File: src/menuPkg.sv
package menuPkg;

    ////////////////////
    // pixel geometry

    typedef logic [6:0]  pixelCoordT;   // one raster or rotated coordinate
    typedef logic [12:0] pixelIndexT;   // rawY * 96 + rawX
    typedef logic [15:0] oledPixelT;    // RGB565

    localparam pixelCoordT OLED_WIDTH  = 7'd96;
    localparam pixelCoordT OLED_HEIGHT = 7'd64;

    localparam oledPixelT COLOR_WHITE = 16'hFFFF;
    localparam oledPixelT COLOR_BLACK = 16'h0000;

    ////////////////////
    // menu state

    typedef logic [1:0] menuModeT;

    localparam menuModeT modeOff       = 2'd0;
    localparam menuModeT modePaused    = 2'd1; // title only
    localparam menuModeT modePauseMenu = 2'd2; // resume prompt
    localparam menuModeT modeOverMenu  = 2'd3; // restart prompt

    typedef enum logic [1:0] {
        selNone = 2'd0,
        selYes  = 2'd1,
        selNo   = 2'd2
    } menuSelT;

    ////////////////////
    // APB register map

    typedef logic [3:0]  apbAddrT;
    typedef logic [31:0] apbDataT;

    localparam apbAddrT ADDR_CTRL   = 4'h0;
    localparam apbAddrT ADDR_STATUS = 4'h4;
    localparam apbAddrT ADDR_IRQCLR = 4'h8;

endpackage
File: src/pauseMenuTop.sv
`timescale 1ns/1ns

module pauseMenuTop #(
    parameter logic [15:0] DEBOUNCE_CYCLES = 16'd50000 // 2 ms at 25 MHz
) (
    input  logic              clk,
    input  logic              rstN,
    input  logic              btnL,
    input  logic              btnR,
    input  logic              btnC,
    input  logic              psel,
    input  logic              penable,
    input  logic              pwrite,
    input  menuPkg::apbAddrT  paddr,
    input  menuPkg::apbDataT  pwdata,
    output menuPkg::apbDataT  prdata,
    output logic              pready,
    output logic              pslverr,
    output logic              irq,
    output logic              pixelValid,
    input  logic              pixelReady,
    output menuPkg::oledPixelT pixelData,
    output logic              frameStart
);

    import menuPkg::*;

    logic       pressL, pressR, pressC;
    menuModeT   mode;
    menuSelT    sel;
    menuSelT    choice;
    logic       choiceStrobe;
    pixelCoordT rawX, rawY;
    oledPixelT  pixelColor;

    buttonConditioner #(.DEBOUNCE_CYCLES(DEBOUNCE_CYCLES)) buttons_i (
        .clk, .rstN, .btnL, .btnR, .btnC, .pressL, .pressR, .pressC
    );

    menuApbRegs regs_i (
        .clk, .rstN, .psel, .penable, .pwrite, .paddr, .pwdata,
        .prdata, .pready, .pslverr,
        .sel, .choiceStrobe, .choice, .mode, .irq
    );

    menuSelector selector_i (
        .clk, .rstN, .mode, .pressL, .pressR, .pressC,
        .sel, .choiceStrobe, .choice
    );

    // combinational, answers in the cycle rawX/rawY are presented
    menuGlyphRenderer renderer_i (
        .rawX, .rawY, .mode, .sel, .pixelColor
    );

    pixelScanner scanner_i (
        .clk, .rstN, .rawX, .rawY, .pixelColor,
        .pixelValid, .pixelReady, .pixelData, .frameStart
    );

endmodule

File: src/pixelScanner.sv
`timescale 1ns/1ns

module pixelScanner (
    input  logic               clk,
    input  logic               rstN,
    output menuPkg::pixelCoordT rawX,
    output menuPkg::pixelCoordT rawY,
    input  menuPkg::oledPixelT  pixelColor,
    output logic               pixelValid,
    input  logic               pixelReady,
    output menuPkg::oledPixelT  pixelData,
    output logic               frameStart
);

    import menuPkg::*;

    pixelCoordT colCnt;
    pixelCoordT rowCnt;
    logic       lastCol;
    logic       lastRow;
    logic       s1Valid;
    logic       s1First;   // stage 1 holds raster index 0
    logic       s1Load;
    logic       s2Load;

    // a stage loads when the one after it has room
    assign s2Load  = !pixelValid || pixelReady;
    assign s1Load  = !s1Valid || s2Load;
    assign lastCol = (colCnt == OLED_WIDTH - 7'd1);
    assign lastRow = (rowCnt == OLED_HEIGHT - 7'd1);

    ////////////////////
    // raster counter and stage 1

    always_ff @(posedge clk or negedge rstN) begin
        if (!rstN) begin
            colCnt  <= '0;
            rowCnt  <= '0;
            s1Valid <= 1'b0;
            s1First <= 1'b0;
        end else if (s1Load) begin
            s1Valid <= 1'b1;
            s1First <= (colCnt == '0) && (rowCnt == '0);
            colCnt  <= lastCol ? '0 : colCnt + 7'd1;
            if (lastCol) begin
                rowCnt <= lastRow ? '0 : rowCnt + 7'd1;
            end
        end
    end

    always_ff @(posedge clk) begin
        if (s1Load) begin
            rawX <= colCnt;
            rawY <= rowCnt;
        end
    end

    ////////////////////
    // stage 2, colour from the renderer

    always_ff @(posedge clk or negedge rstN) begin
        if (!rstN) begin
            pixelValid <= 1'b0;
            frameStart <= 1'b0;
        end else if (s2Load) begin
            pixelValid <= s1Valid;
            frameStart <= s1Valid && s1First;
        end
    end

    always_ff @(posedge clk) begin
        if (s2Load) begin
            pixelData <= pixelColor;
        end
    end

endmodule

File: src/menuGlyphRenderer.sv
`timescale 1ns/1ns

module menuGlyphRenderer (
    input  menuPkg::pixelCoordT rawX,
    input  menuPkg::pixelCoordT rawY,
    input  menuPkg::menuModeT   mode,
    input  menuPkg::menuSelT    sel,
    output menuPkg::oledPixelT  pixelColor
);

    import menuPkg::*;

    pixelCoordT x;
    pixelCoordT y;
    logic       rowT, rowP, rowY, rowN;   // text bands
    logic       titlePause, titleOver, promptResume, promptRestart;
    logic       yesText, noText, arrow1, arrow2, box1, box2;
    logic       entryYes, entryNo;
    logic       lit;

    function automatic logic inRange(input pixelCoordT v, input int lo, input int hi);
        return (int'(v) >= lo) && (int'(v) <= hi);
    endfunction

    // right-pointing arrow centred on row yc
    function automatic logic arrowAt(input pixelCoordT px, input pixelCoordT py, input int yc);
        int dy;
        dy = int'(py) - yc;
        return (px == 21 && dy >= -2 && dy <= 2) || (px == 22 && (dy == -2 || dy == 2))
            || (px == 23 && (dy == -1 || dy == 1)) || (px == 24 && dy == 0);
    endfunction

    // panel is mounted rotated
    assign x = OLED_HEIGHT - 7'd1 - rawY;
    assign y = rawX;

    assign rowT = inRange(y, 17, 23);
    assign rowP = inRange(y, 41, 47);
    assign rowY = inRange(y, 57, 63);
    assign rowN = inRange(y, 72, 78);

    ////////////////////
    // titles

    assign titlePause =
          (x == 4 && inRange(y, 18, 23)) || ((y == 17 || y == 23) && inRange(x, 5, 6))   // G
        || ((y == 18 || y == 22) && x == 7) || (x == 8 && (y == 22 || y == 23))
        || (x == 13 && rowT) || (x == 9 && inRange(y, 20, 23)) || (inRange(x, 10, 14) && y == 20)
        || (x == 12 && y == 17) || (x == 11 && y == 18) || (x == 10 && y == 19)           // A
        || (rowT && (x == 15 || x == 19)) || (y == 18 && (x == 16 || x == 18))
        || (y == 19 && x == 17)                                                           // M
        || (rowT && x == 21) || (inRange(x, 22, 24) && (y == 17 || y == 20 || y == 23))   // E
        || (rowT && x == 28) || (inRange(x, 29, 30) && (y == 17 || y == 20))
        || (inRange(y, 18, 19) && x == 31)                                                // P
        || (x == 37 && rowT) || (x == 33 && inRange(y, 20, 23)) || (inRange(x, 33, 37) && y == 20)
        || (x == 36 && y == 17) || (x == 35 && y == 18) || (x == 34 && y == 19)           // A
        || (inRange(y, 17, 22) && (x == 39 || x == 42)) || (inRange(x, 40, 41) && y == 23)
        || ((y == 17 || y == 20 || y == 23) && inRange(x, 44, 47))
        || (inRange(y, 18, 19) && x == 44) || (inRange(y, 21, 22) && x == 47)             // S
        || (rowT && x == 49) || (inRange(x, 50, 52) && (y == 17 || y == 20 || y == 23))
        || (rowT && x == 54) || (inRange(x, 55, 56) && (y == 17 || y == 23))
        || (inRange(y, 18, 22) && x == 57);                                               // D

    assign titleOver =
          (x == 7 && inRange(y, 18, 23)) || ((y == 17 || y == 23) && inRange(x, 8, 9))
        || ((y == 18 || y == 22) && x == 10) || (x == 11 && (y == 22 || y == 23))
        || (x == 17 && rowT) || (x == 13 && inRange(y, 20, 23)) || (inRange(x, 13, 17) && y == 20)
        || (x == 16 && y == 17) || (x == 15 && y == 18) || (x == 14 && y == 19)
        || (rowT && (x == 19 || x == 23)) || (y == 18 && (x == 20 || x == 22))
        || (y == 19 && x == 21)
        || (rowT && x == 25) || (inRange(x, 25, 27) && (y == 17 || y == 20 || y == 23))
        || (inRange(y, 18, 22) && (x == 32 || x == 36)) || ((y == 17 || y == 23) && inRange(x, 33, 35))
        || (inRange(y, 17, 21) && (x == 38 || x == 42)) || (y == 22 && (x == 39 || x == 41))
        || (x == 40 && y == 23)                                                           // V
        || (rowT && x == 44) || (inRange(x, 45, 47) && (y == 17 || y == 20 || y == 23))
        || (rowT && x == 49) || ((y == 17 || y == 20) && inRange(x, 49, 51))
        || (inRange(y, 18, 19) && x == 51) || (x == 50 && y == 21) || (x == 51 && y == 22)
        || (x == 52 && y == 23)                                                           // R
        || (x == 55 && (y == 23 || inRange(y, 17, 21)));                                  // !

    ////////////////////
    // prompts

    assign promptResume =
          (rowP && x == 13) || ((y == 41 || y == 44) && inRange(x, 13, 15))
        || (inRange(y, 42, 43) && x == 15) || (x == 14 && y == 45) || (x == 15 && y == 46)
        || (x == 16 && y == 47)
        || (rowP && x == 18) || (inRange(x, 19, 21) && (y == 41 || y == 44 || y == 47))
        || ((y == 41 || y == 44 || y == 47) && inRange(x, 23, 26))
        || (inRange(y, 42, 43) && x == 23) || (inRange(y, 45, 46) && x == 26)
        || (inRange(y, 41, 46) && (x == 28 || x == 31)) || (inRange(x, 29, 30) && y == 47)
        || (rowP && (x == 33 || x == 37)) || (y == 42 && (x == 34 || x == 36)) || (y == 43 && x == 35)
        || (rowP && x == 39) || (inRange(x, 40, 42) && (y == 41 || y == 44 || y == 47))
        || (x == 47 && (inRange(y, 41, 42) || inRange(y, 44, 45)))                         // ?
        || (inRange(x, 48, 50) && (y == 41 || y == 44)) || (inRange(y, 42, 43) && x == 50);

    assign promptRestart =
          (rowP && x == 10) || ((y == 41 || y == 44) && inRange(x, 10, 12))
        || (inRange(y, 42, 43) && x == 12) || (x == 11 && y == 45) || (x == 12 && y == 46)
        || (x == 13 && y == 47)
        || (rowP && x == 15) || (inRange(x, 16, 18) && (y == 41 || y == 44 || y == 47))
        || ((y == 41 || y == 44 || y == 47) && inRange(x, 20, 23))
        || (inRange(y, 42, 43) && x == 20) || (inRange(y, 45, 46) && x == 23)
        || (inRange(x, 25, 29) && y == 41) || (rowP && x == 27)                           // T
        || (x == 35 && rowP) || (x == 31 && inRange(y, 44, 47)) || (inRange(x, 31, 35) && y == 44)
        || (x == 34 && y == 41) || (x == 33 && y == 42) || (x == 32 && y == 43)
        || (rowP && x == 37) || ((y == 41 || y == 44) && inRange(x, 37, 39))
        || (inRange(y, 42, 43) && x == 39) || (x == 38 && y == 45) || (x == 39 && y == 46)
        || (x == 40 && y == 47)
        || (inRange(x, 42, 46) && y == 41) || (rowP && x == 44)                           // T
        || (x == 50 && (inRange(y, 41, 42) || inRange(y, 44, 45) || y == 47))
        || (inRange(x, 51, 53) && (y == 41 || y == 44)) || (inRange(y, 42, 43) && x == 53);

    ////////////////////
    // entries and highlight

    assign yesText =
          (inRange(x, 27, 31) && y == 59) || (inRange(y, 57, 58) && (x == 27 || x == 31))
        || (inRange(y, 60, 63) && x == 29)
        || (rowY && x == 33) || (inRange(x, 34, 36) && (y == 57 || y == 60 || y == 63))
        || ((y == 57 || y == 60 || y == 63) && inRange(x, 38, 41))
        || (inRange(y, 58, 59) && x == 38) || (inRange(y, 61, 62) && x == 41);

    assign noText =
          (rowN && (x == 27 || x == 31)) || (x == 28 && y == 74) || (x == 29 && y == 75)
        || (x == 30 && y == 76)
        || (inRange(y, 73, 77) && (x == 33 || x == 37)) || ((y == 72 || y == 78) && inRange(x, 34, 36));

    assign arrow1 = arrowAt(x, y, 60);
    assign arrow2 = arrowAt(x, y, 75);

    // inverted entry: white band with the glyph cut out
    assign box1 = inRange(y, 55, 65) && !yesText && !arrow1;
    assign box2 = inRange(y, 70, 80) && !noText && !arrow2;

    assign entryYes = (sel == selYes) ? box1 : yesText;
    assign entryNo  = (sel == selNo) ? box2 : noText;

    always_comb begin
        case (mode)
            modePaused:    lit = titlePause;
            modePauseMenu: lit = titlePause || promptResume || entryYes || entryNo;
            modeOverMenu:  lit = titleOver || promptRestart || entryYes || entryNo;
            default:       lit = 1'b0;
        endcase
    end

    assign pixelColor = lit ? COLOR_WHITE : COLOR_BLACK;

endmodule

File: src/menuSelector.sv
`timescale 1ns/1ns

module menuSelector (
    input  logic              clk,
    input  logic              rstN,
    input  menuPkg::menuModeT mode,
    input  logic              pressL,
    input  logic              pressR,
    input  logic              pressC,
    output menuPkg::menuSelT  sel,
    output logic              choiceStrobe,
    output menuPkg::menuSelT  choice
);

    import menuPkg::*;

    menuModeT modeQ;       // mode seen last cycle
    logic     modeChange;
    logic     menuActive;
    menuSelT  selNext;

    assign modeChange = (mode != modeQ);
    assign menuActive = (mode == modePauseMenu) || (mode == modeOverMenu);

    // clamped ordering none -> yes -> no, left has priority
    always_comb begin
        selNext = sel;
        if (modeChange) begin
            selNext = selNone;
        end else if (menuActive && pressL) begin
            case (sel)
                selYes:  selNext = selNone;
                selNo:   selNext = selYes;
                default: selNext = sel;
            endcase
        end else if (menuActive && pressR) begin
            case (sel)
                selNone: selNext = selYes;
                selYes:  selNext = selNo;
                default: selNext = sel;
            endcase
        end
    end

    always_ff @(posedge clk or negedge rstN) begin
        if (!rstN) begin
            modeQ        <= modeOff;
            sel          <= selNone;
            choiceStrobe <= 1'b0;
        end else begin
            modeQ        <= mode;
            sel          <= selNext;
            choiceStrobe <= menuActive && !modeChange && pressC && (sel != selNone);
        end
    end

    always_ff @(posedge clk) begin
        if (pressC) begin
            choice <= sel; // only sampled together with choiceStrobe
        end
    end

endmodule

File: src/menuApbRegs.sv
`timescale 1ns/1ns

module menuApbRegs (
    input  logic              clk,
    input  logic              rstN,
    input  logic              psel,
    input  logic              penable,
    input  logic              pwrite,
    input  menuPkg::apbAddrT  paddr,
    input  menuPkg::apbDataT  pwdata,
    output menuPkg::apbDataT  prdata,
    output logic              pready,
    output logic              pslverr,
    input  menuPkg::menuSelT  sel,
    input  logic              choiceStrobe,
    input  menuPkg::menuSelT  choice,
    output menuPkg::menuModeT mode,
    output logic              irq
);

    import menuPkg::*;

    logic    accessPhase;
    logic    wrCtrl;
    logic    wrIrqClr;
    menuSelT choiceReg;    // last confirmed entry
    logic    choiceValid;

    // no wait states
    assign pready  = 1'b1;
    assign pslverr = 1'b0;

    assign accessPhase = psel && penable;
    assign wrCtrl      = accessPhase && pwrite && (paddr == ADDR_CTRL);
    assign wrIrqClr    = accessPhase && pwrite && (paddr == ADDR_IRQCLR) && pwdata[0];

    always_ff @(posedge clk or negedge rstN) begin
        if (!rstN) begin
            mode <= modeOff;
        end else if (wrCtrl) begin
            mode <= pwdata[1:0];
        end
    end

    ////////////////////
    // sticky choice

    always_ff @(posedge clk or negedge rstN) begin
        if (!rstN) begin
            choiceReg   <= selNone;
            choiceValid <= 1'b0;
        end else if (choiceStrobe) begin   // strobe beats a clear in the same cycle
            choiceReg   <= choice;
            choiceValid <= 1'b1;
        end else if (wrIrqClr) begin
            choiceValid <= 1'b0;
        end
    end

    assign irq = choiceValid;

    // read mux, IRQCLR reads as zero
    always_comb begin
        case (paddr)
            ADDR_CTRL:   prdata = {30'd0, mode};
            ADDR_STATUS: prdata = {27'd0, choiceValid, choiceReg, sel};
            default:     prdata = '0;
        endcase
    end

endmodule

File: src/buttonConditioner.sv
`timescale 1ns/1ns

module buttonConditioner #(
    parameter logic [15:0] DEBOUNCE_CYCLES = 16'd50000
) (
    input  logic clk,
    input  logic rstN,
    input  logic btnL,
    input  logic btnR,
    input  logic btnC,
    output logic pressL,
    output logic pressR,
    output logic pressC
);

    logic [2:0]  btnRaw;
    logic [2:0]  syncA;         // first metastability flop
    logic [2:0]  syncB;
    logic [2:0]  pressQ;
    logic [15:0] stableCnt [3];

    assign btnRaw = {btnC, btnR, btnL};

    // counter saturates at DEBOUNCE_CYCLES, so one pulse per press
    always_ff @(posedge clk or negedge rstN) begin
        if (!rstN) begin
            syncA  <= '0;
            syncB  <= '0;
            pressQ <= '0;
            for (int i = 0; i < 3; i++) begin
                stableCnt[i] <= '0;
            end
        end else begin
            syncA <= btnRaw;
            syncB <= syncA;
            for (int i = 0; i < 3; i++) begin
                pressQ[i] <= 1'b0;
                if (!syncB[i]) begin
                    stableCnt[i] <= '0; // released, re-arm
                end else if (stableCnt[i] != DEBOUNCE_CYCLES) begin
                    stableCnt[i] <= stableCnt[i] + 16'd1;
                    pressQ[i]    <= (stableCnt[i] == DEBOUNCE_CYCLES - 16'd1);
                end
            end
        end
    end

    assign pressL = pressQ[0];
    assign pressR = pressQ[1];
    assign pressC = pressQ[2];

endmodule

File: config.mk
export PLATFORM = sky130hd
export DESIGN_NAME = pauseMenuTop
export DESIGN_NICKNAME = d
export VERILOG_FILES = /design/src/menuPkg.sv /design/src/pauseMenuTop.sv /design/src/pixelScanner.sv /design/src/menuGlyphRenderer.sv /design/src/menuSelector.sv /design/src/menuApbRegs.sv /design/src/buttonConditioner.sv
export SDC_FILE = /design/constraint.sdc
export NUM_CORES = 1
export LEC_CHECK = 0
export BUFFER_PORTS_ARGS = -buffer_cell sky130_fd_sc_hd__buf_2
export CORE_MARGIN = 1
export CORE_UTILIZATION = 34
export DETAILED_ROUTE_END_ITERATION = 8
export GPL_TIMING_DRIVEN = 1
export HOLD_SLACK_MARGIN = 0.08
export RECOVER_POWER = 50
export SETUP_SLACK_MARGIN = 0.2
export SYNTH_ARGS = -nofsm -noshare
export SYNTH_HDL_FRONTEND = slang
export SYNTH_SLANG_ARGS = --single-unit
File: constraint.sdc
create_clock -name clk -period 9.1 [get_ports clk]
set_clock_uncertainty 0.05 [all_clocks]
set_input_delay 1.82 -clock clk [delete_from_list [all_inputs] [get_ports clk]]
set_output_delay 1.82 -clock clk [all_outputs]
set_load 0.01 [all_outputs]
After elaboration in Yosys (flattened, before gate mapping)
Index checks and enable logic that the tools add are counted.
{ "word_totals": {"reg_bits": 117, "out_inout_bits": 53, "elab_cells": 638} }
{ "classes": {"add_sub_neg": 8, "order_cmp": 91, "eq_ne": 98, "mux": 26, "reduce_logical": 393} }
{ "op_table": {"columns": ["cell", "count"], "rows": [
  ["$eq 7x6->1 const B", 33],
  ["$logic_and 1x1->1", 208],
  ["$logic_or 1x1->1", 166],
  ["$eq 7x5->1 const B", 23],
  ["$ge 7x6->1 const B", 22],
  ["$le 7x6->1 const B", 22],
  ["$eq 32x2->1 const B", 4],
  ["$mux 16", 7],
  ["$le 7x5->1 const B", 14],
  ["$ge 7x5->1 const B", 13],
  ["$eq 32x1->1 const B", 2],
  ["$eq 32x3->1 const B", 2],
  ["$ge 32x2->1 const B", 2],
  ["$le 32x3->1 const B", 2],
  ["$logic_not 32->1", 2],
  ["$eq 7x4->1 const B", 8],
  ["$add 16x1->16 const B", 3],
  ["$eq 16x16->1 const B", 3],
  ["$ne 16x16->1 const B", 3],
  ["$eq 7x7->1 const B", 6],
  ["$le 7x4->1 const B", 4],
  ["$le 7x7->1 const B", 4],
  ["$ge 7x4->1 const B", 3],
  ["$ge 7x7->1 const B", 3],
  ["29 further kinds", 57]
]} }

Logic depth before layout (Yosys ltp)
{ "logic_depth": {"word_depth": 42, "ltp_mapped": 13, "ltp_nobuf": 10} }

Hierarchy
From an unflattened synthesis, not the netlist that was laid out.
{ "hier_totals": {"hier_cells": 981, "area_unflattened_um2": 8748.4} }
{ "modules_own_cells": {"columns": ["module", "n_inst", "cells_per_inst", "area_each_um2"], "rows": [
  ["menuGlyphRenderer", 1, 509, 3254.4],
  ["buttonConditioner", 1, 273, 2820.2],
  ["pixelScanner", 1, 115, 1811.7],
  ["menuApbRegs", 1, 54, 511.7],
  ["menuSelector", 1, 30, 350.3]
]} }

Worst setup path after synthesis
OpenSTA, ideal clock, no wires.
{ "synth_timing": {"kind": "input -> output", "start": "in paddr[1]", "end": "out prdata[0]", "arrival_ns": 2.386, "t_required_ns": 7.230, "setup_slack_ns": 4.844, "path_stages": 2, "path_buffers": 0, "path_cell_list": "or3_1 -> nor2_1"} }
{ "synth_via": {"elab_chain_cells": 2} }
{ "synth_rtl": {"columns": ["element", "line_no", "rtl"], "rows": [
  ["from (decl)", "pauseMenuTop.sv:14", "input menuPkg::apbAddrT paddr,"],
  ["$eq 4x3->1 / $logic_not 4->1 (equally long branches)", "menuApbRegs.sv:64", "case (paddr)"],
  ["$pmux 5 s2 (*)", "menuApbRegs.sv:64", null],
  ["to (decl)", "pauseMenuTop.sv:16", "output menuPkg::apbDataT prdata,"]
]} }
Every way passes the cells marked *; elsewhere a longest branch is shown, timed or not.

==> impl_metrics.env <==
export IMPL_outcome="complete, but fails checks"
export IMPL_violations="capacitance limit, slew limit"
export IMPL_syn_area_um2=8046
export IMPL_rsz0062_at_grt="false"
export IMPL_hold_violations=0
export IMPL_h_tree_depth=3
export IMPL_clock_latency_ns=0.33
export IMPL_synthAdderAreaFrac_pct=3.421
export IMPL_fillCellCount=2340
export IMPL_finalNonFillerCells=1256
export IMPL_crit_buf_inv=2
export IMPL_grt_pass1_vias=6769
export IMPL_post_dp_cell_area_um2=8190
export IMPL_maxSlewHeadroom_pct=-117.4
export IMPL_crit_chain="clkbuf_1 > clkbuf_1"
export IMPL_synth_cell_type_count=86
export IMPL_grt_use_met3_pct=3.472
export IMPL_die_h_um=155.8
export IMPL_areaGrowthSynthToFinish_pct=4.976
export IMPL_endpoint_kind="asynchronous set/reset pin"
export IMPL_synthMuxAreaShare_pct=2.006
export IMPL_slew_viol_final=64
export IMPL_synth_compound_area_share_pct=17.98
export IMPL_finalHoldWorstSlack_ns=0.2969
export IMPL_hp_class="reg2reg"
export IMPL_mostFrequentLayoutCells="dfrtp_1, nor2_1, nand2_1"
export IMPL_setup_viol=0
export IMPL_multi_input_area_um2=4751
export IMPL_setup_ws_ns=3.634
export IMPL_rows=55
export IMPL_synthArstFlopShare_pct=83.33
export IMPL_max_slew_worst_pin_slew_ns=3.261
export IMPL_nets=1005
export IMPL_start_util_pct=35.11
export IMPL_met2_usage_pct=29.23
export IMPL_critPathLaunchType="input pin"
export IMPL_crit_family="buffers and inverters"
export IMPL_dp_hpwl_um=16130
export IMPL_path_clk_slew_ns=0.06
export IMPL_dp_cells=1240
export IMPL_seqCellArea_um2=2638
export IMPL_portBuffers=38
export IMPL_die_w_um=155.8
export IMPL_drt_vias_per_instance=5.686
export IMPL_core_um2=22920
export IMPL_synth_edff_count=17
export IMPL_diodes=0
export IMPL_drive_gt1_share_pct=10.29
export IMPL_ys_dominant_reg_cell="dfrtp_1"
export IMPL_synth_top_family_by_area="simple AND/OR/NAND/NOR gates"
export IMPL_cts_made_buffers=9
export IMPL_post_cts_buffers=0
export IMPL_grt_max_degree=64
export IMPL_synth_sequential_area_ratio_pct=32.78
export IMPL_cts_tree="done"
export IMPL_hold_buffers=0
export IMPL_critical_path_top_cell_by_count="clkbuf_1"
export IMPL_routedWlPerCell_um=18.31
export IMPL_crit_slowest_cell="clkbuf_1"
export IMPL_syn_instance_count=947
export IMPL_drc=0
export IMPL_grt_pass1_wl_um=36460
export IMPL_antenna_found_initial=0
export IMPL_max_cap_violations=1
export IMPL_die_area_um2=24280
export IMPL_synth_xor_xnor_area_share_pct=5.442
export IMPL_critical_path_class="in2async"
export IMPL_fin_crit_sh_pct=60.06
export IMPL_grt_overflow_total=0
export IMPL_max_freq_mhz=183.0
export IMPL_layout_min_cycle_time_ns=5.466
export IMPL_pwr_density_cell_nw_per_um2=195.7
export IMPL_cts_sinks=102
export IMPL_top_usage_layer="met2"
export IMPL_final_area_um2=8447
export IMPL_avgSynthCellArea_um2=8.497
export IMPL_arrival_ns=5.13
export IMPL_path_max_fanout=63
export IMPL_finalCoreUtilization_pct=36.86
export IMPL_setup_tns_final_ns=0
export IMPL_critPathMaxStageDelay_ns=2.37
export IMPL_first_iter_violations=860
export IMPL_ir_drop_mv=0.1086
export IMPL_ys_ff_latch=102
export IMPL_routed_wl_um=23000
export IMPL_place_congestion=0.9916
export IMPL_use_met1_pct=24.83
export IMPL_dr_pass1_iters=5
export IMPL_clockBufferDepth=2
export IMPL_io_pins=98
export IMPL_required_ns=8.76
export IMPL_clock_root_buffer="clkbuf_16"
export IMPL_p_total_mw=1.653
export IMPL_place_ws_ns=4.653
export IMPL_final_common_cell="dfrtp_1"
export IMPL_synthSimpleGateAreaFrac_pct=28.72
export IMPL_cts_resized_gates=0
export IMPL_num_vias=7141
export IMPL_antenna_left=0
export IMPL_grt_usage_pct=18.88
export IMPL_leakage_nw=3.269
export IMPL_yosys_warnings=0
layout make-up:
| class | instances | share of cell area (%) |
|---|---|---|
| inverter | 28 | 1.244 |
| multi-input combinational | 744 | 56.24 |
| sequential | 102 | 31.23 |
| clock inverter | 5 | 0.3999 |
| tap | 313 | 4.636 |
| clock buffer | 11 | 2.755 |
| timing repair buffer | 53 | 3.496 |
synthesized netlist by cell type (all sizes together), types with 7 or more instances:
cell | number | area (um2)
ha | 22 | 275.3
nor3 | 18 | 90.09
nor2 | 85 | 321.6
or3b | 8 | 70.07
a21boi | 7 | 52.55
xnor2 | 32 | 280.3
nor4b | 9 | 78.83
nand2 | 78 | 292.8
edfxtp | 17 | 510.5
nand4 | 26 | 162.7
nor3b | 7 | 57.55
o22ai | 15 | 93.84
dfrtp | 85 | 2127
clkbuf | 23 | 87.58
or3 | 17 | 106.4
nor4 | 15 | 93.84
buf | 78 | 576.8
nor2b | 16 | 100.1
a21oi | 40 | 207.7
a2bb2oi | 8 | 70.07
and3 | 15 | 93.84
or2 | 7 | 43.80
nand3 | 33 | 165.2
inv | 26 | 97.59
nand2b | 14 | 87.58
o32ai | 8 | 70.07
a31oi | 12 | 75.07
xor2 | 18 | 157.7
mux2 | 9 | 101.4
o21ai | 42 | 210.2
and2 | 35 | 219.0
o2111ai | 8 | 70.07
cell families (layout without fill, tap and decap cells):
logic type | Yosys count | count (layout)
other | 2 | 30
muxes | 15 | 15
buffers and inverters | 129 | 97
xor gates and xnor gates | 50 | 50
adders and majority gates | 22 | 22
and+or+nand+nor | 418 | 418
AOI/OAI and AO/OA | 209 | 209
DFF | 102 | 102
sequential cells by signal, summed over array words and instances, names as in the netlist:
register	flops
regs_i.irq	1
selector_i.modeQ	2
scanner_i.rawY	7
buttons_i.stableCnt	48
selector_i.sel	2
scanner_i.s1First	1
buttons_i.syncB	3
scanner_i.s1Valid	1
buttons_i.pressQ	3
regs_i.choiceReg	2
scanner_i.pixelValid	1
selector_i.choice	2
selector_i.choiceStrobe	1
buttons_i.syncA	3
scanner_i.pixelData	1
scanner_i.rowCnt	7
scanner_i.rawX	7
scanner_i.colCnt	7
regs_i.mode	2
scanner_i.frameStart	1
per-layer routing:
layer  wire, um  vias up
li1           -     3367
met3       1801       88
met1       9678     3333
met2      10390      353
met4       1122        0
met5          0        -
path summary, 6_finish.rpt:
| check | start | endpoint | slack (ns) | cells past startpoint |
|---|---|---|---|---|
| min reg2reg | buttons_i.syncA[1]$_DFF_PN0_ | buttons_i.syncB[1]$_DFF_PN0_ | 0.30 | 0 |
| max in group clk | paddr[1] | prdata[1] | 4.64 | 4 |
| max | rstN | buttons_i.stableCnt[16]$_DFFE_PN0P_ | 3.63 | 2 |
| min | buttons_i.syncA[1]$_DFF_PN0_ | buttons_i.syncB[1]$_DFF_PN0_ | 0.30 | 0 |
| max reg2reg | scanner_i.rawX[3]$_DFFE_PP_ | scanner_i.pixelData[14]$_DFFE_PP_ | 4.76 | 11 |
| min in group asynchronous | rstN | regs_i.choiceReg[0]$_DFFE_PN0P_ | 1.68 | 1 |
power breakdown:
part | switching, mW | total (mW) | leakage [nW] | internal (mW)
Sequential | 0.0748 | 0.590 | 1.31 | 0.516
Clock | 0.160 | 0.346 | 0.126 | 0.186
Combinational | 0.492 | 0.717 | 1.84 | 0.225
Note: power is estimated with default switching activity, not from simulation.
